$ cat src/flop_ram_pkg.sv
// Flop RAM package with the storage geometry and the request and response structs
package flop_ram_pkg;

  // Geometry of the storage array
  localparam int ram_depth = 16;
  localparam int addr_w    = 4;
  localparam int data_w    = 32;
  localparam int lane_w    = 8;
  localparam int num_lanes = data_w / lane_w;

  // Width of the monitor error counter
  localparam int cnt_w = 16;

  typedef struct packed {
    logic                 valid;
    logic [addr_w-1:0]    addr;
    logic [data_w-1:0]    data;
    logic [num_lanes-1:0] lane_en;
  } wr_req_t;

  typedef struct packed {
    logic              valid;
    logic [addr_w-1:0] addr;
  } rd_req_t;

  typedef struct packed {
    logic              valid;
    logic [data_w-1:0] data;
  } rd_resp_t;

endpackage
$ cat src/flop_ram_top.sv
// Flop RAM top level with write stage, storage, read stage and watch monitor
`timescale 1ns/10ps

module flop_ram_top #(
  parameter int  num_wr_ports  = 2,
  parameter int  num_rd_ports  = 2,
  parameter int  wr_latency    = 1,
  parameter int  rd_latency    = 1,
  parameter bit  enable_bypass = 1,
  parameter bit  enable_reset  = 1,
  localparam int port_w        = (num_rd_ports > 1) ? $clog2(num_rd_ports) : 1
) (
  input  logic                                       wr_clk,
  input  logic                                       wr_rst,
  input  flop_ram_pkg::wr_req_t [num_wr_ports-1:0]   wr_req,
  input  flop_ram_pkg::rd_req_t [num_rd_ports-1:0]   rd_req,
  input  logic [flop_ram_pkg::addr_w-1:0]            watch_addr,
  input  logic [port_w-1:0]                          watch_port,
  output flop_ram_pkg::rd_resp_t [num_rd_ports-1:0]  rd_resp,
  output logic                                       check_err,
  output logic [flop_ram_pkg::cnt_w-1:0]             check_err_count
);

  import flop_ram_pkg::*;

  wr_req_t [num_wr_ports-1:0]             mem_wr;
  rd_req_t [num_rd_ports-1:0]             arr_rd;
  logic [num_rd_ports-1:0][data_w-1:0]    arr_data;

  flop_ram_write #(
    .num_wr_ports (num_wr_ports),
    .wr_latency   (wr_latency)
  ) u_write (
    .wr_clk (wr_clk),
    .wr_rst (wr_rst),
    .wr_req (wr_req),
    .mem_wr (mem_wr)
  );

  flop_ram_array #(
    .num_wr_ports  (num_wr_ports),
    .num_rd_ports  (num_rd_ports),
    .enable_bypass (enable_bypass),
    .enable_reset  (enable_reset)
  ) u_array (
    .wr_clk   (wr_clk),
    .wr_rst   (wr_rst),
    .mem_wr   (mem_wr),
    .arr_rd   (arr_rd),
    .arr_data (arr_data)
  );

  flop_ram_read #(
    .num_rd_ports (num_rd_ports),
    .wr_latency   (wr_latency),
    .rd_latency   (rd_latency)
  ) u_read (
    .wr_clk   (wr_clk),
    .wr_rst   (wr_rst),
    .rd_req   (rd_req),
    .arr_rd   (arr_rd),
    .arr_data (arr_data),
    .rd_resp  (rd_resp)
  );

  ram_watch_checker #(
    .num_wr_ports  (num_wr_ports),
    .num_rd_ports  (num_rd_ports),
    .wr_latency    (wr_latency),
    .rd_latency    (rd_latency),
    .enable_bypass (enable_bypass),
    .enable_reset  (enable_reset)
  ) u_watch (
    .wr_clk          (wr_clk),
    .wr_rst          (wr_rst),
    .wr_req          (wr_req),
    .rd_req          (rd_req),
    .rd_resp         (rd_resp),
    .watch_addr      (watch_addr),
    .watch_port      (watch_port),
    .check_err       (check_err),
    .check_err_count (check_err_count)
  );

endmodule

$ cat src/ram_watch_checker.sv
// RAM watch monitor, shadows one address and counts read data mismatches on one read port
`timescale 1ns/10ps

module ram_watch_checker #(
  parameter int  num_wr_ports  = 2,
  parameter int  num_rd_ports  = 2,
  parameter int  wr_latency    = 1,
  parameter int  rd_latency    = 1,
  parameter bit  enable_bypass = 1,
  parameter bit  enable_reset  = 1,
  localparam int port_w        = (num_rd_ports > 1) ? $clog2(num_rd_ports) : 1
) (
  input  logic                                       wr_clk,
  input  logic                                       wr_rst,
  input  flop_ram_pkg::wr_req_t [num_wr_ports-1:0]   wr_req,
  input  flop_ram_pkg::rd_req_t [num_rd_ports-1:0]   rd_req,
  input  flop_ram_pkg::rd_resp_t [num_rd_ports-1:0]  rd_resp,
  input  logic [flop_ram_pkg::addr_w-1:0]            watch_addr,
  input  logic [port_w-1:0]                          watch_port,
  output logic                                       check_err,
  output logic [flop_ram_pkg::cnt_w-1:0]             check_err_count
);

  import flop_ram_pkg::*;

  localparam int total_lat = wr_latency + rd_latency;

  typedef struct packed {
    logic                              valid;
    logic [num_lanes-1:0]              mask;
    logic [num_lanes-1:0][lane_w-1:0]  expect_word;
  } chk_t;

  logic [num_lanes-1:0][lane_w-1:0] shadow;
  logic [num_lanes-1:0][lane_w-1:0] shadow_nxt;
  logic [num_lanes-1:0][lane_w-1:0] hit_data;
  logic [num_lanes-1:0]             hit_en;
  logic [num_lanes-1:0]             written;
  logic [num_lanes-1:0]             lane_diff;
  logic                             hit_wr;
  chk_t                             chk_in;
  chk_t                             chk_out;
  rd_resp_t                         resp;

  // Highest-index port hitting the watched address wins
  always_comb begin
    hit_wr   = 1'b0;
    hit_data = '0;
    hit_en   = '0;
    for (int p = 0; p < num_wr_ports; p++) begin
      if (wr_req[p].valid && (wr_req[p].addr == watch_addr)) begin
        hit_wr   = 1'b1;
        hit_data = wr_req[p].data;
        hit_en   = wr_req[p].lane_en;
      end
    end
    for (int l = 0; l < num_lanes; l++) begin
      shadow_nxt[l] = (hit_wr && hit_en[l]) ? hit_data[l] : shadow[l];
    end
  end

  always_ff @(posedge wr_clk or posedge wr_rst) begin
    if (wr_rst) begin
      shadow  <= '0;
      written <= '0;
    end else if (hit_wr) begin
      shadow  <= shadow_nxt;
      written <= written | hit_en;
    end
  end

  // Expected word and checked lanes at read issue time
  always_comb begin
    chk_in.valid = rd_req[watch_port].valid && (rd_req[watch_port].addr == watch_addr);
    chk_in.mask  = enable_reset ? {num_lanes{1'b1}} : written;
    if (enable_bypass) begin
      chk_in.expect_word = shadow_nxt;
      if (hit_wr) chk_in.mask = chk_in.mask | hit_en;
    end else begin
      chk_in.expect_word = shadow;
    end
  end

  if (total_lat == 0) begin : gen_chk_direct
    assign chk_out = chk_in;
  end else begin : gen_chk_delay
    chk_t chk_pipe [total_lat];

    always_ff @(posedge wr_clk or posedge wr_rst) begin
      if (wr_rst) begin
        for (int k = 0; k < total_lat; k++) chk_pipe[k] <= '0;
      end else begin
        chk_pipe[0] <= chk_in;
        for (int k = 1; k < total_lat; k++) chk_pipe[k] <= chk_pipe[k-1];
      end
    end

    assign chk_out = chk_pipe[total_lat-1];
  end

  assign resp = rd_resp[watch_port];

  always_comb begin
    for (int l = 0; l < num_lanes; l++) begin
      lane_diff[l] = chk_out.mask[l] &&
                     (resp.data[l*lane_w +: lane_w] != chk_out.expect_word[l]);
    end
  end

  // A missing response counts as an error too
  assign check_err = chk_out.valid && (!resp.valid || (|lane_diff));

  always_ff @(posedge wr_clk or posedge wr_rst) begin
    if (wr_rst) begin
      check_err_count <= '0;
    end else if (check_err && (check_err_count != {cnt_w{1'b1}})) begin
      check_err_count <= check_err_count + 1'b1;
    end
  end

endmodule

$ cat src/flop_ram_read.sv
// Flop RAM read stage, aligns reads behind writes and retimes read data by the read latency
`timescale 1ns/10ps

module flop_ram_read #(
  parameter int num_rd_ports = 2,
  parameter int wr_latency   = 1,
  parameter int rd_latency   = 1
) (
  input  logic                                               wr_clk,
  input  logic                                               wr_rst,
  input  flop_ram_pkg::rd_req_t [num_rd_ports-1:0]           rd_req,
  output flop_ram_pkg::rd_req_t [num_rd_ports-1:0]           arr_rd,
  input  logic [num_rd_ports-1:0][flop_ram_pkg::data_w-1:0]  arr_data,
  output flop_ram_pkg::rd_resp_t [num_rd_ports-1:0]          rd_resp
);

  import flop_ram_pkg::*;

  rd_resp_t [num_rd_ports-1:0] resp_in;

  // Match the write path delay so same-cycle writes land first
  if (wr_latency == 0) begin : gen_req_direct
    assign arr_rd = rd_req;
  end else begin : gen_req_delay
    rd_req_t [num_rd_ports-1:0] req_pipe [wr_latency];

    always_ff @(posedge wr_clk or posedge wr_rst) begin
      if (wr_rst) begin
        for (int k = 0; k < wr_latency; k++) req_pipe[k] <= '0;
      end else begin
        req_pipe[0] <= rd_req;
        for (int k = 1; k < wr_latency; k++) req_pipe[k] <= req_pipe[k-1];
      end
    end

    assign arr_rd = req_pipe[wr_latency-1];
  end

  always_comb begin
    for (int r = 0; r < num_rd_ports; r++) begin
      resp_in[r].valid = arr_rd[r].valid;
      resp_in[r].data  = arr_data[r];
    end
  end

  // Read data pipeline; every stage may hold a response in flight
  if (rd_latency == 0) begin : gen_resp_direct
    assign rd_resp = resp_in;
  end else begin : gen_resp_delay
    rd_resp_t [num_rd_ports-1:0] resp_pipe [rd_latency];

    always_ff @(posedge wr_clk or posedge wr_rst) begin
      if (wr_rst) begin
        for (int k = 0; k < rd_latency; k++) resp_pipe[k] <= '0;
      end else begin
        resp_pipe[0] <= resp_in;
        for (int k = 1; k < rd_latency; k++) resp_pipe[k] <= resp_pipe[k-1];
      end
    end

    assign rd_resp = resp_pipe[rd_latency-1];
  end

endmodule

$ cat src/flop_ram_array.sv
// Flop RAM storage array with per-lane writes and combinational reads with optional bypass
`timescale 1ns/10ps

module flop_ram_array #(
  parameter int num_wr_ports  = 2,
  parameter int num_rd_ports  = 2,
  parameter bit enable_bypass = 1,
  parameter bit enable_reset  = 1
) (
  input  logic                                                wr_clk,
  input  logic                                                wr_rst,
  input  flop_ram_pkg::wr_req_t [num_wr_ports-1:0]            mem_wr,
  input  flop_ram_pkg::rd_req_t [num_rd_ports-1:0]            arr_rd,
  output logic [num_rd_ports-1:0][flop_ram_pkg::data_w-1:0]   arr_data
);

  import flop_ram_pkg::*;

  typedef logic [num_lanes-1:0][lane_w-1:0] word_t;

  word_t                mem [ram_depth];
  logic [num_lanes-1:0] lane_we [ram_depth];
  word_t                lane_wd [ram_depth];

  // Per-entry lane enables and data; later ports take precedence
  always_comb begin
    for (int e = 0; e < ram_depth; e++) begin
      lane_we[e] = '0;
      lane_wd[e] = mem[e];
      for (int p = 0; p < num_wr_ports; p++) begin
        if (mem_wr[p].valid && (mem_wr[p].addr == addr_w'(e))) begin
          for (int l = 0; l < num_lanes; l++) begin
            if (mem_wr[p].lane_en[l]) begin
              lane_we[e][l] = 1'b1;
              lane_wd[e][l] = mem_wr[p].data[l*lane_w +: lane_w];
            end
          end
        end
      end
    end
  end

  if (enable_reset) begin : gen_mem_rst
    always_ff @(posedge wr_clk or posedge wr_rst) begin
      if (wr_rst) begin
        for (int e = 0; e < ram_depth; e++) begin
          mem[e] <= '0;
        end
      end else begin
        for (int e = 0; e < ram_depth; e++) begin
          for (int l = 0; l < num_lanes; l++) begin
            if (lane_we[e][l]) mem[e][l] <= lane_wd[e][l];
          end
        end
      end
    end
  end else begin : gen_mem_nrst
    always_ff @(posedge wr_clk) begin
      for (int e = 0; e < ram_depth; e++) begin
        for (int l = 0; l < num_lanes; l++) begin
          if (lane_we[e][l]) mem[e][l] <= lane_wd[e][l];
        end
      end
    end
  end

  // Read mux, with same-cycle write lanes forwarded when bypass is on
  always_comb begin
    word_t rd_word;
    for (int r = 0; r < num_rd_ports; r++) begin
      rd_word = mem[arr_rd[r].addr];
      if (enable_bypass) begin
        for (int p = 0; p < num_wr_ports; p++) begin
          if (mem_wr[p].valid && (mem_wr[p].addr == arr_rd[r].addr)) begin
            for (int l = 0; l < num_lanes; l++) begin
              if (mem_wr[p].lane_en[l]) rd_word[l] = mem_wr[p].data[l*lane_w +: lane_w];
            end
          end
        end
      end
      arr_data[r] = rd_word;
    end
  end

endmodule

$ cat src/flop_ram_write.sv
// Flop RAM write stage, resolves same-address port collisions and applies write latency
`timescale 1ns/10ps

module flop_ram_write #(
  parameter int num_wr_ports = 2,
  parameter int wr_latency   = 1
) (
  input  logic                                         wr_clk,
  input  logic                                         wr_rst,
  input  flop_ram_pkg::wr_req_t [num_wr_ports-1:0]     wr_req,
  output flop_ram_pkg::wr_req_t [num_wr_ports-1:0]     mem_wr
);

  import flop_ram_pkg::*;

  wr_req_t [num_wr_ports-1:0] resolved;

  // A higher-index port hitting the same address wins,
  // so the losing lower port is simply dropped
  always_comb begin
    resolved = wr_req;
    for (int i = 0; i < num_wr_ports; i++) begin
      for (int j = i + 1; j < num_wr_ports; j++) begin
        if (wr_req[i].valid && wr_req[j].valid && (wr_req[j].addr == wr_req[i].addr)) begin
          resolved[i].valid = 1'b0;
        end
      end
    end
  end

  if (wr_latency == 0) begin : gen_no_delay
    assign mem_wr = resolved;
  end else begin : gen_delay
    wr_req_t [num_wr_ports-1:0] stage [wr_latency];

    always_ff @(posedge wr_clk or posedge wr_rst) begin
      if (wr_rst) begin
        for (int k = 0; k < wr_latency; k++) begin
          stage[k] <= '0;
        end
      end else begin
        stage[0] <= resolved;
        for (int k = 1; k < wr_latency; k++) begin
          stage[k] <= stage[k-1];
        end
      end
    end

    // Last stage feeds the storage
    assign mem_wr = stage[wr_latency-1];
  end

endmodule

$ cat config.mk
export PLATFORM = sky130hd
export DESIGN_NAME = flop_ram_top
export DESIGN_NICKNAME = d
export VERILOG_FILES = /design/src/flop_ram_pkg.sv /design/src/flop_ram_top.sv /design/src/ram_watch_checker.sv /design/src/flop_ram_read.sv /design/src/flop_ram_array.sv /design/src/flop_ram_write.sv
export SDC_FILE = /design/constraint.sdc
export NUM_CORES = 2
export LEC_CHECK = 0
export BUFFER_PORTS_ARGS = -buffer_cell sky130_fd_sc_hd__buf_2
export CAP_MARGIN = 20
export CORE_UTILIZATION = 67
export CTS_CLUSTER_DIAMETER = 80
export DETAILED_ROUTE_END_ITERATION = 8
export GPL_ROUTABILITY_DRIVEN = 0
export PLACE_DENSITY = 0.86
export SYNTH_ARGS = -nofsm -noshare
export SYNTH_HDL_FRONTEND = slang
export SYNTH_SLANG_ARGS = --single-unit
$ cat constraint.sdc
create_clock -name wr_clk -period 53.1 [get_ports wr_clk]
set_clock_uncertainty 0.2 [all_clocks]
set_input_delay 15.93 -clock wr_clk [delete_from_list [all_inputs] [get_ports wr_clk]]
set_output_delay 15.93 -clock wr_clk [all_outputs]
set_load 0.02 [all_outputs]
==> results.json <==
{
  "outcome": "finished with violations",
  "violations": "DRC",
  "synth_warnings": 0,
  "crit_path_max_fanout": 30,
  "pre_cts_ws_ns": 18.24,
  "ioPinCount": 182,
  "holdBufCountCts": 0,
  "syn_nets": 3905,
  "reg2reg_setup_slack_ns": 48.20,
  "grt_pass1_wl_um": 207000,
  "worst_pin_slew_ns": 1.33,
  "vias": 33900,
  "r2r-end": "u_read.rd_resp[13]",
  "switching_share_pct": 31.6,
  "start_kind": "primary input",
  "rows": 91,
  "grt_pass1_vias": 33700,
  "r2r-start": "u_read.arr_rd[0]",
  "synth_area_leaders": "dfrtp_1 (46%), mux2i_1 (16%), mux4_2 (15%)",
  "p_per_area_nw_per_um2": 42.4,
  "clkPwrFrac_pct": 31.6,
  "core_sq_um": 62200,
  "synth_edf_count": 0,
  "worst_slack_ns": 18.42,
  "crit_end": "check_err",
  "setup_viol": 0,
  "post_synth_fa_ha_maj_area_fraction_pct": 0.0294,
  "io_buffer_count": 181,
  "crit_path_end_kind": "output pin",
  "drt-wirelength-per-cell_um": 29.7,
  "synth_top_cell_by_area": "dfrtp_1",
  "clk_pin_slew_ns": 0.06,
  "synth.distinct_cells": 42,
  "drtPass1Iterations": 9,
  "antenna_found_initial": 12,
  "ys_seq_area_share_pct": 46.3,
  "area_delta_synth_final_pct": 9.02,
  "synthMuxAreaShare_pct": 31.1,
  "clk_path_buf_depth": 3,
  "max_stage_delay_ns": 0.68,
  "synth_top_family_by_area": "multiplexers",
  "htree_num_levels": 3,
  "max_slew_margin_pct": 10.5,
  "fp.dieH_um": 254,
  "nets": 3865,
  "cap_violations": 0,
  "rr_worst_depth": 9,
  "critical_path_class": "primary input to output pin",
  "synthesis.area_sq_um": 42500,
  "via_per_inst": 7.27,
  "period_share_pct": 65.3,
  "antenna_left": 0,
  "clock-root-buffer": "clkbuf_16",
  "cp_slowest_cell": "nor4_1",
  "max_freq_mhz": 28.8,
  "initial_utilization_pct": 68.4,
  "max-vdd-ir-drop_mv": 0.0387,
  "maxSlewViolCount": 0,
  "critPathLaunch": "watch_port",
  "finalNonFillerCells": 4670,
  "async_reset_ff_share_pct": 100,
  "cts_tree": "done",
  "report.final.hold_viol_count": 0,
  "synth_compound_area_share_pct": 9.13,
  "fin_setup_tns_ns": 0,
  "hp-class": "flop to flop",
  "cp.required_ns": 36.97,
  "syn_area_per_cell_sq_um": 11.2,
  "drc": 15,
  "internal_power_mw": 1.34,
  "fin_crit_ns": 34.68,
  "seq_power_share_pct": 45.8,
  "die_w_um": 254,
  "clock_sinks": 786,
  "grtUsageTotal_pct": 43.8,
  "initialDrtViolationCount": 5478,
  "p_leak_nw": 22.9,
  "wl_um": 139000,
  "dieArea_sq_um": 64500,
  "synth_xor_area_share_pct": 1.61,
  "p_switching_mw": 0.621,
  "insertion_delay_ns": 0.66,
  "synth-simple-area-share_pct": 8.65,
  "cp_cell_sequence": "buf_2 -> buf_12 -> mux2i_1 -> xnor2_1 -> nor4_1 -> nand4_1 -> o21a_1 -> o21a_1 -> buf_2",
  "drive_gt1_share_pct": 16.9,
  "cts-buffers-inserted": 82,
  "yosysTopAreaCellShare_pct": 46.3,
  "syn_inst": 3805,
  "grt_max_degree": 186,
  "cts_resized": 0,
  "total_power_mw": 1.96,
  "rsz0062_at_grt": "no",
  "dpl.hpwl_um": 87700,
  "synth-seq-cells": 786,
  "synth_ff_type": "dfrtp_1",
  "p_comb_share_pct": 22.6,
  "grt-ovfl-total": 0,
  "post-cts-setup-buffers": 0,
  "cp.arrival_ns": 18.55,
  "placedCellCount": 4514,
  "nFillCells": 3909
}
## cell usage after synthesis (all sizes together) (7+ instances only)
library cell and instances:
a211oi 40, a21oi 584, and2 7, buf 135
clkbuf 204, dfrtp 786, mux2i 688, mux4 280
nand2 222, nor2 562, nor2b 41, nor3 15
nor4 16, o21ai 50, o31ai 48, xnor2 47
xor2 31
## cells by family (layout without fill, tap and decap cells)
kind of cell	count (synthesis)	count (layout)
DFF	786	786
buffers and inverters	342	365
other	1	6
and+or+nand+nor	899	899
AOI/OAI and AO/OA	729	729
adders and majority gates	1	1
muxes	969	969
xor gates and xnor gates	78	78
## worst min path at each step
stage                                       startpoint                   to  slack (ns)  cells after the start
floorplan                             u_read.arr_rd[4]   u_read.rd_resp[32]        0.13                      0
global placement    u_watch.gen_chk_delay.chk_pipe[52]  u_watch.chk_out[15]        0.13                      0
detailed placement  u_watch.gen_chk_delay.chk_pipe[41]   u_watch.chk_out[4]        0.13                      0
CTS                 u_watch.gen_chk_delay.chk_pipe[49]  u_watch.chk_out[12]        0.15                      0
global route        u_watch.gen_chk_delay.chk_pipe[49]  u_watch.chk_out[12]        0.15                      0
finish              u_watch.gen_chk_delay.chk_pipe[49]  u_watch.chk_out[12]        0.15                      0
## final cells by class
| type | count | area (sq um) | share of cell area [%] |
|---|---|---|---|
| inverter | 3 | 18.8 | 0.0405 |
| timing repair buffer | 215 | 1210 | 2.61 |
| tap | 837 | 1050 | 2.26 |
| sequential | 786 | 19700 | 42.5 |
| clock inverter | 33 | 498 | 1.07 |
| clock buffer | 114 | 2390 | 5.15 |
| antenna | 5 | 12.5 | 0.0270 |
| multi-input combinational | 2677 | 21500 | 46.4 |
## stage by stage
stage	utilization [%]	hold slack, ns	instance area (sq um)
after global placement	69.8	0.132	43400
after floorplan	-	0.131	42500
after global routing	74.6	0.151	46300
after detailed placement	69.8	0.135	43400
final	74.6	0.147	46400
after CTS	74.5	0.149	46300
## cell usage in the layout, fill, tap and decap left out, types with 13 or more instances in the layout
cell,n
a211oi_1,40
a21oi_1,584
buf_2,184
buf_4,27
clkbuf_1,14
clkbuf_16,85
clkbuf_8,15
clkinv_2,14
dfrtp_1,778
mux2i_1,687
mux4_2,280
nand2_1,222
nor2_1,562
nor2b_1,41
nor3_1,13
nor4_1,15
o21ai_0,42
o31ai_1,48
xnor2_1,47
xor2_1,31
## critical path, delay by kind of cell
family	cells	cell delay, ns
buf+inv	3	0.72
compound gates	2	0.48
simple gates	2	0.99
xor+xnor	1	0.10
mux	1	0.31
## state kept, by name (all words and copies together), names as in the netlist
register	count
u_array.mem	512
u_write.mem_wr	82
u_read.rd_resp	66
u_watch.chk_out	34
u_watch.gen_chk_delay.chk_pipe	34
u_watch.shadow	32
u_watch.check_err_count	16
u_read.arr_rd	10
## power by group through the flow
stage | combinational, mW | clock (mW) | sequential (mW)
2_1_floorplan | 0.330 | 0 | 0.837
3_3_place_gp | 0.405 | 0 | 0.880
3_5_place_dp | 0.425 | 0 | 0.890
4_1_cts | 0.434 | 0.619 | 0.882
5_1_grt | 0.473 | 0.643 | 0.905
6_report | 0.443 | 0.622 | 0.900
## routing by layer
layer / GRT usage [%] / part of all wire, % / routed length (um) / vias to the layer above
li1: - / - / - / 13600
met1: 53.3 / 33 / 45700 / 16500
met2: 63.9 / 45 / 61900 / 2903
met3: 17.9 / 14 / 20000 / 833
met4: 30.0 / 8.0 / 11000 / 12
met5: 0.232 / 0.076 / 105 / -
(Power assumes the default switching activity.)
